`src/ufiPkg.sv`:
```
// UFI bus shared definitions
`default_nettype none

package ufiPkg;

	// ----------------------------------------
	// Bus sizing
	// ----------------------------------------

	// Masters sharing the write bus
	localparam int BlockNum       = 3;
	localparam int BlockIdWidth   = 4;
	// Data width follows the external RAM
	localparam int DqWidth        = 16;
	localparam int RamAdrsWidth   = 25;
	// Only the low address bits exist in the slave model
	localparam int RamDepthBits   = 8;
	localparam int BurstLen       = 4;

	// ----------------------------------------
	// Timing constants
	// ----------------------------------------

	// Idle cycles before the arbiter moves on
	localparam int IdleSlotCycles = 6;
	// Counter values where ready is offered
	localparam int GrantWindow    = 3;
	localparam int ReadLatency    = 2;
	// One ready drop per period
	localparam int RefreshPeriod  = 32;

	// Derived widths
	localparam int SelWidth        = $clog2(BlockNum);
	localparam int IdleCntWidth    = $clog2(IdleSlotCycles + 1);
	localparam int BeatCntWidth    = $clog2(BurstLen + 1);
	localparam int BeatIdxWidth    = $clog2(BurstLen);
	localparam int RefreshCntWidth = $clog2(RefreshPeriod);
	localparam int RamDepth        = 2 ** RamDepthBits;

	// ----------------------------------------
	// Bus types
	// ----------------------------------------

	typedef logic [BlockIdWidth-1:0] blockIdT;
	typedef logic [RamAdrsWidth-1:0] ramAdrsT;
	typedef logic [DqWidth-1:0]      dqT;

	// Address word, enable on bit 31
	typedef struct packed {
		logic    enable;
		logic    readCmd;
		logic    spare;
		blockIdT blockId;
		ramAdrsT ramAdrs;
	} ufiAdrsT;

	// One bus beat
	typedef struct packed {
		ufiAdrsT adrs;
		dqT      dq;
	} ufiWordT;

	typedef enum logic {opWrite, opRead} ufiOpE;

	// Burst command, wd[0] goes out first
	typedef struct packed {
		ufiOpE                  op;
		ramAdrsT                ramAdrs;
		logic [BurstLen-1:0][DqWidth-1:0] wd;
	} ufiCmdT;

	// Returned read word
	typedef struct packed {
		ramAdrsT ramAdrs;
		dqT      data;
	} ufiRdT;

endpackage

`default_nettype wire

```
`src/ufiBusArbiter.sv`:
```
// UFI bus rotating arbiter
`timescale 1ns/1ps
`default_nettype none

module ufiBusArbiter (
	input  wire                         iCLK,
	input  wire                         iRST,
	// Master write side
	input  wire ufiPkg::ufiWordT        mWord [ufiPkg::BlockNum],
	output logic [ufiPkg::BlockNum-1:0] mRdy,
	// Slave write side
	output ufiPkg::ufiWordT             sWord,
	input  wire                         sRdy,
	// Read return path
	input  wire ufiPkg::ufiWordT        sRdWord,
	output ufiPkg::ufiWordT             mRdWord
);

	// Current owner and its idle time
	logic [ufiPkg::SelWidth-1:0]     sel;
	logic [ufiPkg::IdleCntWidth-1:0] idleCnt;

	// Selected master view
	ufiPkg::ufiWordT selWord;
	logic            selEn;
	logic            selXfer;
	logic            selAdvance;

	// Registered write path toward the slave
	ufiPkg::ufiWordT sWordReg;
	logic            sEnReg;

	// ----------------------------------------
	// Selection
	// ----------------------------------------

	assign selWord = mWord[sel];
	assign selEn   = selWord.adrs.enable;
	// Beat moves when owner has a word and sees ready
	assign selXfer = selEn & mRdy[sel];
	// Owner stayed quiet for the whole slot
	assign selAdvance = ~selEn & (int'(idleCnt) == ufiPkg::IdleSlotCycles);

	// Rotating select, master 0 after reset
	always_ff @(posedge iCLK)
	begin
		if (iRST)
			sel <= '0;
		else if (selAdvance)
		begin
			// Wrap after the last master
			if (int'(sel) == ufiPkg::BlockNum - 1)
				sel <= '0;
			else
				sel <= sel + 1'b1;
		end
	end

	// Idle counter, held at zero while the owner drives
	always_ff @(posedge iCLK)
	begin
		if (iRST || selEn || selAdvance)
			idleCnt <= '0;
		else
			idleCnt <= idleCnt + 1'b1;
	end

	// ----------------------------------------
	// Ready generation
	// ----------------------------------------

	// Straight from state so a beat moves in the same cycle
	always_comb
	begin
		for (int i = 0; i < ufiPkg::BlockNum; i++)
		begin
			mRdy[i] = sRdy && (int'(sel) == i)
				&& (int'(idleCnt) < ufiPkg::GrantWindow);
		end
	end

	// ----------------------------------------
	// Write path register
	// ----------------------------------------

	always_ff @(posedge iCLK)
	begin
		sWordReg <= selWord;
	end

	// Enable only for beats that really transferred
	always_ff @(posedge iCLK)
	begin
		if (iRST)
			sEnReg <= 1'b0;
		else
			sEnReg <= selXfer;
	end

	always_comb
	begin
		sWord             = sWordReg;
		sWord.adrs.enable = sEnReg;
	end

	// Read data goes to everyone, masters filter by ID
	assign mRdWord = sRdWord;

	// ----------------------------------------
	// Checks
	// ----------------------------------------

	// Never two owners
	assert property (@(posedge iCLK) disable iff (iRST) $onehot0(mRdy))
		else $error("ufiBusArbiter: more than one ready bit high");

	// Select stays within the connected masters
	assert property (@(posedge iCLK) disable iff (iRST) int'(sel) < ufiPkg::BlockNum)
		else $error("ufiBusArbiter: select out of range");

endmodule

`default_nettype wire

```
`src/ufiMaster.sv`:
```
// UFI bus burst master
`timescale 1ns/1ps
`default_nettype none

module ufiMaster #(
	parameter ufiPkg::blockIdT BlockId = 4'd1
) (
	input  wire                  iCLK,
	input  wire                  iRST,
	// Burst command from the client
	input  wire ufiPkg::ufiCmdT  cmd,
	input  wire                  cmdStrobe,
	output logic                 busy,
	// Bus write side
	output ufiPkg::ufiWordT      word,
	input  wire                  rdy,
	// Shared read return
	input  wire ufiPkg::ufiWordT rdWord,
	output ufiPkg::ufiRdT        rdResult,
	output logic                 rdStrobe
);

	typedef enum logic [1:0] {idle, issue, waitRead} mstStateE;

	mstStateE                        state;
	ufiPkg::ufiCmdT                  cmdReg;
	// Beats sent and read words collected
	logic [ufiPkg::BeatCntWidth-1:0] beatCnt;
	logic [ufiPkg::BeatCntWidth-1:0] rdCnt;
	logic                            xfer;
	logic                            lastBeat;
	logic                            rdMatch;
	logic                            lastRead;

	assign busy     = (state != idle);
	assign xfer     = word.adrs.enable & rdy;
	assign lastBeat = (int'(beatCnt) == ufiPkg::BurstLen - 1);
	assign lastRead = (int'(rdCnt) == ufiPkg::BurstLen - 1);
	// Own read returns only
	assign rdMatch  = rdWord.adrs.enable & rdWord.adrs.readCmd
		& (rdWord.adrs.blockId == BlockId) & busy;

	// Beat on the bus
	always_comb
	begin
		word              = '0;
		word.adrs.enable  = (state == issue);
		word.adrs.readCmd = (cmdReg.op == ufiPkg::opRead);
		word.adrs.blockId = BlockId;
		// Address steps once per beat
		word.adrs.ramAdrs = cmdReg.ramAdrs + ufiPkg::ramAdrsT'(beatCnt);
		word.dq           = cmdReg.wd[beatCnt[ufiPkg::BeatIdxWidth-1:0]];
	end

	// Command capture, strobes while busy drop here
	always_ff @(posedge iCLK)
	begin
		if ((state == idle) && cmdStrobe)
			cmdReg <= cmd;
	end

	// ----------------------------------------
	// Burst FSM
	// ----------------------------------------

	always_ff @(posedge iCLK)
	begin
		if (iRST)
		begin
			state   <= idle;
			beatCnt <= '0;
			rdCnt   <= '0;
		end
		else
		begin
			case (state)
				idle:
				begin
					if (cmdStrobe)
					begin
						state   <= issue;
						beatCnt <= '0;
						rdCnt   <= '0;
					end
				end
				issue:
				begin
					if (xfer)
					begin
						beatCnt <= beatCnt + 1'b1;
						// Writes end on the last beat, reads wait for data
						if (lastBeat)
							state <= (cmdReg.op == ufiPkg::opRead) ? waitRead : idle;
					end
					// Early returns can overlap issuing
					if (rdMatch)
						rdCnt <= rdCnt + 1'b1;
				end
				waitRead:
				begin
					if (rdMatch)
					begin
						rdCnt <= rdCnt + 1'b1;
						if (lastRead)
							state <= idle;
					end
				end
				default:
					state <= idle;
			endcase
		end
	end

	// Read result, one cycle per word
	always_ff @(posedge iCLK)
	begin
		rdResult.ramAdrs <= rdWord.adrs.ramAdrs;
		rdResult.data    <= rdWord.dq;
	end

	always_ff @(posedge iCLK)
	begin
		if (iRST)
			rdStrobe <= 1'b0;
		else
			rdStrobe <= rdMatch;
	end

	// Burst length is never overrun
	assert property (@(posedge iCLK) disable iff (iRST) int'(beatCnt) <= ufiPkg::BurstLen)
		else $error("ufiMaster: beat counter past burst length");

	// No read word beyond the burst comes back
	assert property (@(posedge iCLK) disable iff (iRST)
		rdMatch |-> int'(rdCnt) < ufiPkg::BurstLen)
		else $error("ufiMaster: extra read word for block %0d", BlockId);

endmodule

`default_nettype wire

```
`src/ufiRamSlave.sv`:
```
// UFI bus RAM slave model
`timescale 1ns/1ps
`default_nettype none

module ufiRamSlave (
	input  wire                  iCLK,
	input  wire                  iRST,
	// Registered beat from the arbiter
	input  wire ufiPkg::ufiWordT word,
	output logic                 rdy,
	// Read return
	output ufiPkg::ufiWordT      rdWord
);

	localparam int LastStage = ufiPkg::ReadLatency - 1;

	// Storage
	ufiPkg::dqT                         mem [ufiPkg::RamDepth];
	logic [ufiPkg::RamDepthBits-1:0]    memAdrs;
	logic                               wrEn;
	logic                               rdEn;

	// Read pipeline
	ufiPkg::ufiAdrsT                    adrsPipe [ufiPkg::ReadLatency];
	ufiPkg::dqT                         dataPipe [ufiPkg::ReadLatency];
	logic [ufiPkg::ReadLatency-1:0]     vldPipe;

	// Refresh timer
	logic [ufiPkg::RefreshCntWidth-1:0] refCnt;

	// Upper address bits are not decoded
	assign memAdrs = word.adrs.ramAdrs[ufiPkg::RamDepthBits-1:0];
	// Every enabled word is taken, ready or not
	assign wrEn    = word.adrs.enable & ~word.adrs.readCmd;
	assign rdEn    = word.adrs.enable & word.adrs.readCmd;

	// ----------------------------------------
	// Memory and read pipeline
	// ----------------------------------------

	always_ff @(posedge iCLK)
	begin
		if (wrEn)
			mem[memAdrs] <= word.dq;
	end

	// Stage 0 samples the array, later stages only delay
	always_ff @(posedge iCLK)
	begin
		adrsPipe[0] <= word.adrs;
		dataPipe[0] <= mem[memAdrs];
		for (int i = 1; i < ufiPkg::ReadLatency; i++)
		begin
			adrsPipe[i] <= adrsPipe[i-1];
			dataPipe[i] <= dataPipe[i-1];
		end
	end

	always_ff @(posedge iCLK)
	begin
		if (iRST)
			vldPipe <= '0;
		else
		begin
			vldPipe[0] <= rdEn;
			for (int i = 1; i < ufiPkg::ReadLatency; i++)
				vldPipe[i] <= vldPipe[i-1];
		end
	end

	// Request address comes back with the data
	always_comb
	begin
		rdWord             = '0;
		rdWord.adrs        = adrsPipe[LastStage];
		rdWord.adrs.enable = vldPipe[LastStage];
		rdWord.dq          = dataPipe[LastStage];
	end

	// ----------------------------------------
	// Refresh
	// ----------------------------------------

	always_ff @(posedge iCLK)
	begin
		if (iRST || (int'(refCnt) == ufiPkg::RefreshPeriod - 1))
			refCnt <= '0;
		else
			refCnt <= refCnt + 1'b1;
	end

	// Low for the last cycle of each period
	assign rdy = (int'(refCnt) != ufiPkg::RefreshPeriod - 1);

endmodule

`default_nettype wire

```
`src/ufiSubsystem.sv`:
```
// UFI shared memory subsystem
`timescale 1ns/1ps
`default_nettype none

module ufiSubsystem (
	input  wire                        iCLK,
	input  wire                        iRST,
	// Client commands, one per master
	input  wire ufiPkg::ufiCmdT        cmd [ufiPkg::BlockNum],
	input  wire [ufiPkg::BlockNum-1:0] cmdStrobe,
	output wire [ufiPkg::BlockNum-1:0] busy,
	// Read results per master
	output wire ufiPkg::ufiRdT         rdResult [ufiPkg::BlockNum],
	output wire [ufiPkg::BlockNum-1:0] rdStrobe
);

	// Master to arbiter
	wire ufiPkg::ufiWordT        mWord [ufiPkg::BlockNum];
	wire [ufiPkg::BlockNum-1:0]  mRdy;
	// Arbiter to slave and back
	wire ufiPkg::ufiWordT        sWord;
	wire                         sRdy;
	wire ufiPkg::ufiWordT        sRdWord;
	// Shared read return
	wire ufiPkg::ufiWordT        mRdWord;

	// ----------------------------------------
	// Masters, block IDs start at 1
	// ----------------------------------------

	for (genvar i = 0; i < ufiPkg::BlockNum; i++)
	begin : genMaster
		ufiMaster #(
			.BlockId   (ufiPkg::blockIdT'(i + 1))
		) master_i (
			.iCLK      (iCLK),
			.iRST      (iRST),
			.cmd       (cmd[i]),
			.cmdStrobe (cmdStrobe[i]),
			.busy      (busy[i]),
			.word      (mWord[i]),
			.rdy       (mRdy[i]),
			.rdWord    (mRdWord),
			.rdResult  (rdResult[i]),
			.rdStrobe  (rdStrobe[i])
		);
	end

	// Write bus owner select
	ufiBusArbiter arbiter_i (
		.iCLK    (iCLK),
		.iRST    (iRST),
		.mWord   (mWord),
		.mRdy    (mRdy),
		.sWord   (sWord),
		.sRdy    (sRdy),
		.sRdWord (sRdWord),
		.mRdWord (mRdWord)
	);

	// On-chip RAM standing in for external memory
	ufiRamSlave slave_i (
		.iCLK   (iCLK),
		.iRST   (iRST),
		.word   (sWord),
		.rdy    (sRdy),
		.rdWord (sRdWord)
	);

endmodule

`default_nettype wire

```
`config.mk`:
```
export PLATFORM = sky130hd
export DESIGN_NAME = ufiSubsystem
export DESIGN_NICKNAME = d
export VERILOG_FILES = /design/src/ufiPkg.sv /design/src/ufiBusArbiter.sv /design/src/ufiMaster.sv /design/src/ufiRamSlave.sv /design/src/ufiSubsystem.sv
export SDC_FILE = /design/constraint.sdc
export NUM_CORES = 2
export LEC_CHECK = 0
export BUFFER_PORTS_ARGS = -buffer_cell sky130_fd_sc_hd__buf_2
export CAP_MARGIN = 10
export CORE_UTILIZATION = 60
export DETAILED_ROUTE_END_ITERATION = 8
export HOLD_SLACK_MARGIN = 0.06
export MAX_ROUTING_LAYER = met4
export PLACE_DENSITY_LB_ADDON = 0.1
export SLEW_MARGIN = 40
export SYNTH_ARGS = -nofsm -noshare
export SYNTH_HDL_FRONTEND = slang
export SYNTH_MEMORY_MAX_BITS = 65536
export SYNTH_SLANG_ARGS = --single-unit
```
`constraint.sdc`:
```
create_clock -name iCLK -period 5 [get_ports iCLK]
set_input_delay 1 -clock iCLK [delete_from_list [all_inputs] [get_ports iCLK]]
set_output_delay 1 -clock iCLK [all_outputs]
set_load 0.01 [all_outputs]
```
Word level (Yosys, flattened, before mapping). Memory sizes are Yosys's and may differ from the RTL's. A register that Yosys moved wholly into a read port is not among the register bits. Cells that the tools add are included. Widths: inputs -> output; s select.

RAM bits: 4192. Register bits after elaboration: 382. Output and inout port bits: 129. Memories kept: 3. Logic and storage cells: 204.

Muxes and demuxes: 50. Add/subtract/negate cells: 12. Order comparisons: 6. Eq/ne operators: 38. Reductions and logical operators: 37. Bitwise operators: 17.

Memory list: slave_i.mem (depth 256, width 16, read ports 1, clocked after memory_dff 1, write ports 1, line ufiRamSlave.sv:18) `ufiPkg::dqT mem [ufiPkg::RamDepth];`; slave_i.adrsPipe (depth 2, width 32, read ports 2, clocked after memory_dff 0, write ports 2, line ufiRamSlave.sv:24) `ufiPkg::ufiAdrsT adrsPipe [ufiPkg::ReadLatency];`; slave_i.dataPipe (depth 2, width 16, read ports 2, clocked after memory_dff 1, write ports 2, line ufiRamSlave.sv:25) `ufiPkg::dqT dataPipe [ufiPkg::ReadLatency];`.

Operators with widths (number): $bmux 16 s2 (3); $bmux 48 s2 (1); $mux 48 (2); $add 25x3->25 (3); $mux 16 (3); $mux 2 (19); $pmux 3 s2 (6); $mux 3 (9); $add 3x1->3 const B (7); $eq 3x3->1 const B (6); $ne 2x1->1 const B (9); $ne 2x2->1 const B (9); $pmux 2 s3 (3); $reduce_and 3->1 (6); $reduce_bool 2->1 (9); $reduce_and 5->1 (3); $and 1x1->1 (14); $lt 2x3->1 const B (4); $eq 2x2->1 const B (5); $logic_and 1x1->1 (9); $eq 4x2->1 const B (2); $logic_not 2->1 (4); $eq 2x1->1 const B (3); $reduce_or 2->1 (3); other kinds (13) (18).

Depth between registers and ports, before layout.
Word-level depth: 8. Depth in mapped cells: 10. Depth with buffers taken out: 9.

By module. A second synthesis with hierarchy kept.

Cell total of the unflattened synthesis: 8019. Area, all modules: 174869.0 um2.

By module, submodules not included: ufiRamSlave (cells each 6854, times used 1, sequential area each 125019.9 um2, area an instance 157243.3 um2); ufiMaster at genMaster[2].master_i (cells each 299, times used 1, sequential area each 3703.6 um2, area an instance 5053.6 um2); ufiMaster at genMaster[1].master_i (cells each 288, times used 1, sequential area each 3703.6 um2, area an instance 4986.0 um2); ufiMaster at genMaster[0].master_i (cells each 288, times used 1, sequential area each 3703.6 um2, area an instance 4981.0 um2); ufiBusArbiter (cells each 290, times used 1, sequential area each 1061.0 um2, area an instance 2605.0 um2).

Worst setup path before layout. Ideal clock, no wire load.

Path kind: reg2reg. From: register arbiter_i.sWordReg, in the netlist arbiter_i.sWord[0]. To: memory slave_i.mem[0][0] in the netlist's numbering (data pin). Path slack: 0.766 ns. Arrival: 3.382 ns. Path buffers: 0. Stages on the path, launching flop included: 1. Cell sequence: dfxtp_1.

RTL lines: from (decl) (line ufiBusArbiter.sv:30) `ufiPkg::ufiWordT sWordReg;`; from (signal assigned) (line ufiBusArbiter.sv:88) `sWordReg <= selWord;`; to (decl) (line ufiRamSlave.sv:18).

No word-level cell before the write port.

==> results.sh <==
export IMPL_setup_viol=0
export IMPL_layout_common_cells="edfxtp_1, mux4_2, a22oi_1, buf_4, clkbuf_16"
export IMPL_p_leak_nw=63.67
export IMPL_synth_area_top_cells="edfxtp_1, mux4_2, dfxtp_1, a22oi_1, a21oi_1"
export IMPL_io_buffer_count=403
export IMPL_grt_pass1_vias=85830
export IMPL_clk_pin_slew_ps=60
export IMPL_seqPwrFrac=0.454
export IMPL_final_hold_viol_count=0
export IMPL_yosys_register_bits=4579
export IMPL_fmax_ghz=0.2442
export IMPL_worst_slew_pin_slew_ps=984.5
export IMPL_post_cts_repair_setup_buffers=0
export IMPL_root_buffer="clkbuf_16"
export IMPL_crit_end="slave_i.dataPipe[0][15]"
export IMPL_cts_resized=0
export IMPL_fin_skew_ps=42.08
export IMPL_cts_htree_levels=5
export IMPL_hp_class="in -> reg"
export IMPL_crit_path_max_incr_delay_ps=760
export IMPL_worstSetupStartpointType="flop"
export IMPL_top_level_ports=404
export IMPL_ys_types=52
export IMPL_yosysWarnings=0
export IMPL_p_per_area_nw_per_um2=529.4
export IMPL_core_um2=285500
export IMPL_r2r_start="arbiter_i.sWord[16]"
export IMPL_finalMaxSlewViolations=0
export IMPL_cts_made_buffers=446
export IMPL_routed_wl_um=439600
export IMPL_async_reset_ff_frac=0
export IMPL_clock_latency_ps=970
export IMPL_yosysTopAreaCellShare=0.7601
export IMPL_ys_flop_type="edfxtp_1"
export IMPL_r2r_end="slave_i.dataPipe[0][15]"
export IMPL_die_height_um=538.2
export IMPL_relSlewSlack=0.3437
export IMPL_place_congestion=0.8793
export IMPL_netlist_area_um2=172500
export IMPL_period_share=0.8189
export IMPL_crit_type="reg -> reg"
export IMPL_ant_nets=0
export IMPL_die_area_um2=289600
export IMPL_ir_drop_v=0.0005283
export IMPL_slowest_stage="o41ai_2"
export IMPL_rsz0062_at_grt="no"
export IMPL_final_common_cell="edfxtp_1"
export IMPL_clock_sinks=4579
export IMPL_synth_seq_area_share=0.7848
export IMPL_finish_utilization=0.6933
export IMPL_drive_above_1_share=0.3109
export IMPL_cts_max_path_buffers=4
export IMPL_p_comb_frac=0.223
export IMPL_grt_pass1_wl_um=625100
export IMPL_drv_cap=0
export IMPL_ctsHoldBuffers=0
export IMPL_rows=196
export IMPL_drc=0
export IMPL_cts_tree="yes"
export IMPL_place_detailed_hpwl_um=264300
export IMPL_synth_area_per_cell_um2=21.93
export IMPL_end_kind="flop"
export IMPL_antenna_found_initial=28
export IMPL_startpoint="arbiter_i.sWord[16]"
export IMPL_syn_nets=8188
export IMPL_p_sw_frac=0.2831
export IMPL_synth_edff_count=4366
export IMPL_yosysTopAreaCell="edfxtp_1"
export IMPL_power_switching_mw=29.66
export IMPL_p_int_mw=75.11
export IMPL_cp_arrival_ps=4870
export IMPL_routed_via_count=86510
export IMPL_min_period_ps=4094
export IMPL_start_util=0.6043
export IMPL_critical_path_max_fanout=23
export IMPL_via_per_inst=6.671
export IMPL_dr_first_iter_drc_count=11480
export IMPL_overflow=0
export IMPL_status="finished, final reports clean"
export IMPL_crit_chain="buf_12 > buf_12 > buf_4 > mux4_2 > a22oi_1 > a21oi_1 > o41ai_2 > buf_4 > nand4_1"
export IMPL_clock_power_share=0.323
export IMPL_area_growth_pct=14.73
export IMPL_globalRouteTotalUtil=0.3160
export IMPL_tns_ps=0
export IMPL_synthCells=7866
export IMPL_crit_required_ps=5780
export IMPL_reg2reg_setup_slack_ps=910
export IMPL_chipWidth_um=538.2
export IMPL_nets=9111
export IMPL_detail_route_wl_per_cell_um=33.90
export IMPL_ff2ff_path_depth=9
export IMPL_hold_depth=1
export IMPL_grt_max_degree=177
export IMPL_drtPass1Iterations=6
==> synthesized netlist by cell type, types with 10 or more instances <==
master	instances
xnor2_1	29
buf_4	90
nand3_1	23
and3_1	16
nand4_1	33
nand2_1	95
buf_1	32
inv_1	28
xor2_1	37
nor2_1	319
mux2i_1	37
o22ai_1	19
a22oi_1	512
ha_1	44
clkbuf_1	295
edfxtp_1	4366
a21oi_1	285
mux4_2	1072
buf_2	112
o41ai_1	64
dfxtp_1	213
o21ai_0	31
nor2b_1	11
nand2b_1	10
nor3_1	23
==> critical path: cells and delay by family, from the launching register on <==
family / cells / cell delay, ps
AOI/OAI and AO/OA: 3 / 1410
buffers and inverters: 4 / 1210
DFF: 1 / 600
muxes: 1 / 550
and+or+nand+nor: 1 / 100
==> worst min-delay path by stage <==
stage | slack (ps) | to | startpoint
after CTS | 140 | genMaster[0].master_i.cmdReg[52] | cmd[232]
after detailed placement | 310 | genMaster[2].master_i.rdResult[16] | slave_i.adrsPipe[0][32]
after global placement | 310 | genMaster[2].master_i.rdResult[16] | slave_i.adrsPipe[0][32]
after global routing | 180 | genMaster[0].master_i.cmdReg[0] | cmd[180]
after floorplan | 310 | genMaster[2].master_i.rdResult[0] | slave_i.dataPipe[1][0]
final | 210 | genMaster[0].master_i.cmdReg[18] | cmd[198]
==> registers in the layout, summed over array words and instances, names as in the netlist <==
signal	flops
slave_i.mem	4096
genMaster.master_i.cmdReg	267
slave_i.adrsPipe	56
arbiter_i.sWord	44
genMaster.master_i.rdResult	41
slave_i.dataPipe	32
genMaster.master_i.beatCnt	9
genMaster.master_i.rdCnt	9
genMaster.master_i.state	6
slave_i.refCnt	5
arbiter_i.idleCnt	3
genMaster.master_i.rdStrobe	3
genMaster.master_i.word	3
arbiter_i.sel	2
slave_i.vldPipe	2
arbiter_i.sEnReg	1
==> stage by stage <==
step	hold WS, ps	area [um2]	cells	power (mW)	worst slack (ps)
2_1_floorplan	309.6	172500	7866	62.84	765.9
3_3_place_gp	309.5	182200	12080	70.95	-104.5
3_5_place_dp	312.1	182800	12100	71.74	934.6
4_1_cts	141.0	197600	12940	105.2	913.1
5_1_grt	178.4	197900	12960	107.8	776.8
6_report	211.1	197900	12970	104.8	905.7
==> power by group through the flow <==
stage          sequential [mW]  combinational (mW)  clock [mW]
2_1_floorplan             50.0                12.9           0
3_3_place_gp              48.7                22.3           0
3_5_place_dp              48.4                23.3           0
4_1_cts                   47.6                23.4        34.2
5_1_grt                   47.7                24.5        35.6
6_report                  47.6                23.4        33.8
==> layer usage <==
metal,wire length (um),GRT usage,vias up
li1,-,-,35070
met1,169500,0.4408,45980
met2,213600,0.4861,4741
met3,40850,0.05005,724
met4,15640,0.1034,0
met5,0,-,-
==> cells by family after synthesis <==
kind of cell,after synthesis,synth area share
adders and majority gates,47,0.003540
DFF,4579,0.7848
muxes,1110,0.1422
xor gates and xnor gates,66,0.003351
and+or+nand+nor,565,0.01439
buffers and inverters,559,0.01498
AOI/OAI and AO/OA,940,0.03675
==> area by class of cell <==
class | count | area [um2]
Sequential cell | 4579 | 135400
Fill cell | 17430 | 87550
Multi-Input combinational cell | 2728 | 35060
Clock buffer | 558 | 12040
Timing Repair Buffer | 1005 | 7685
Tap cell | 3762 | 4707
Clock inverter | 281 | 2790
Inverter | 29 | 108.9
Antenna cell | 27 | 67.56
Note: power is estimated with default switching activity, not from simulation.
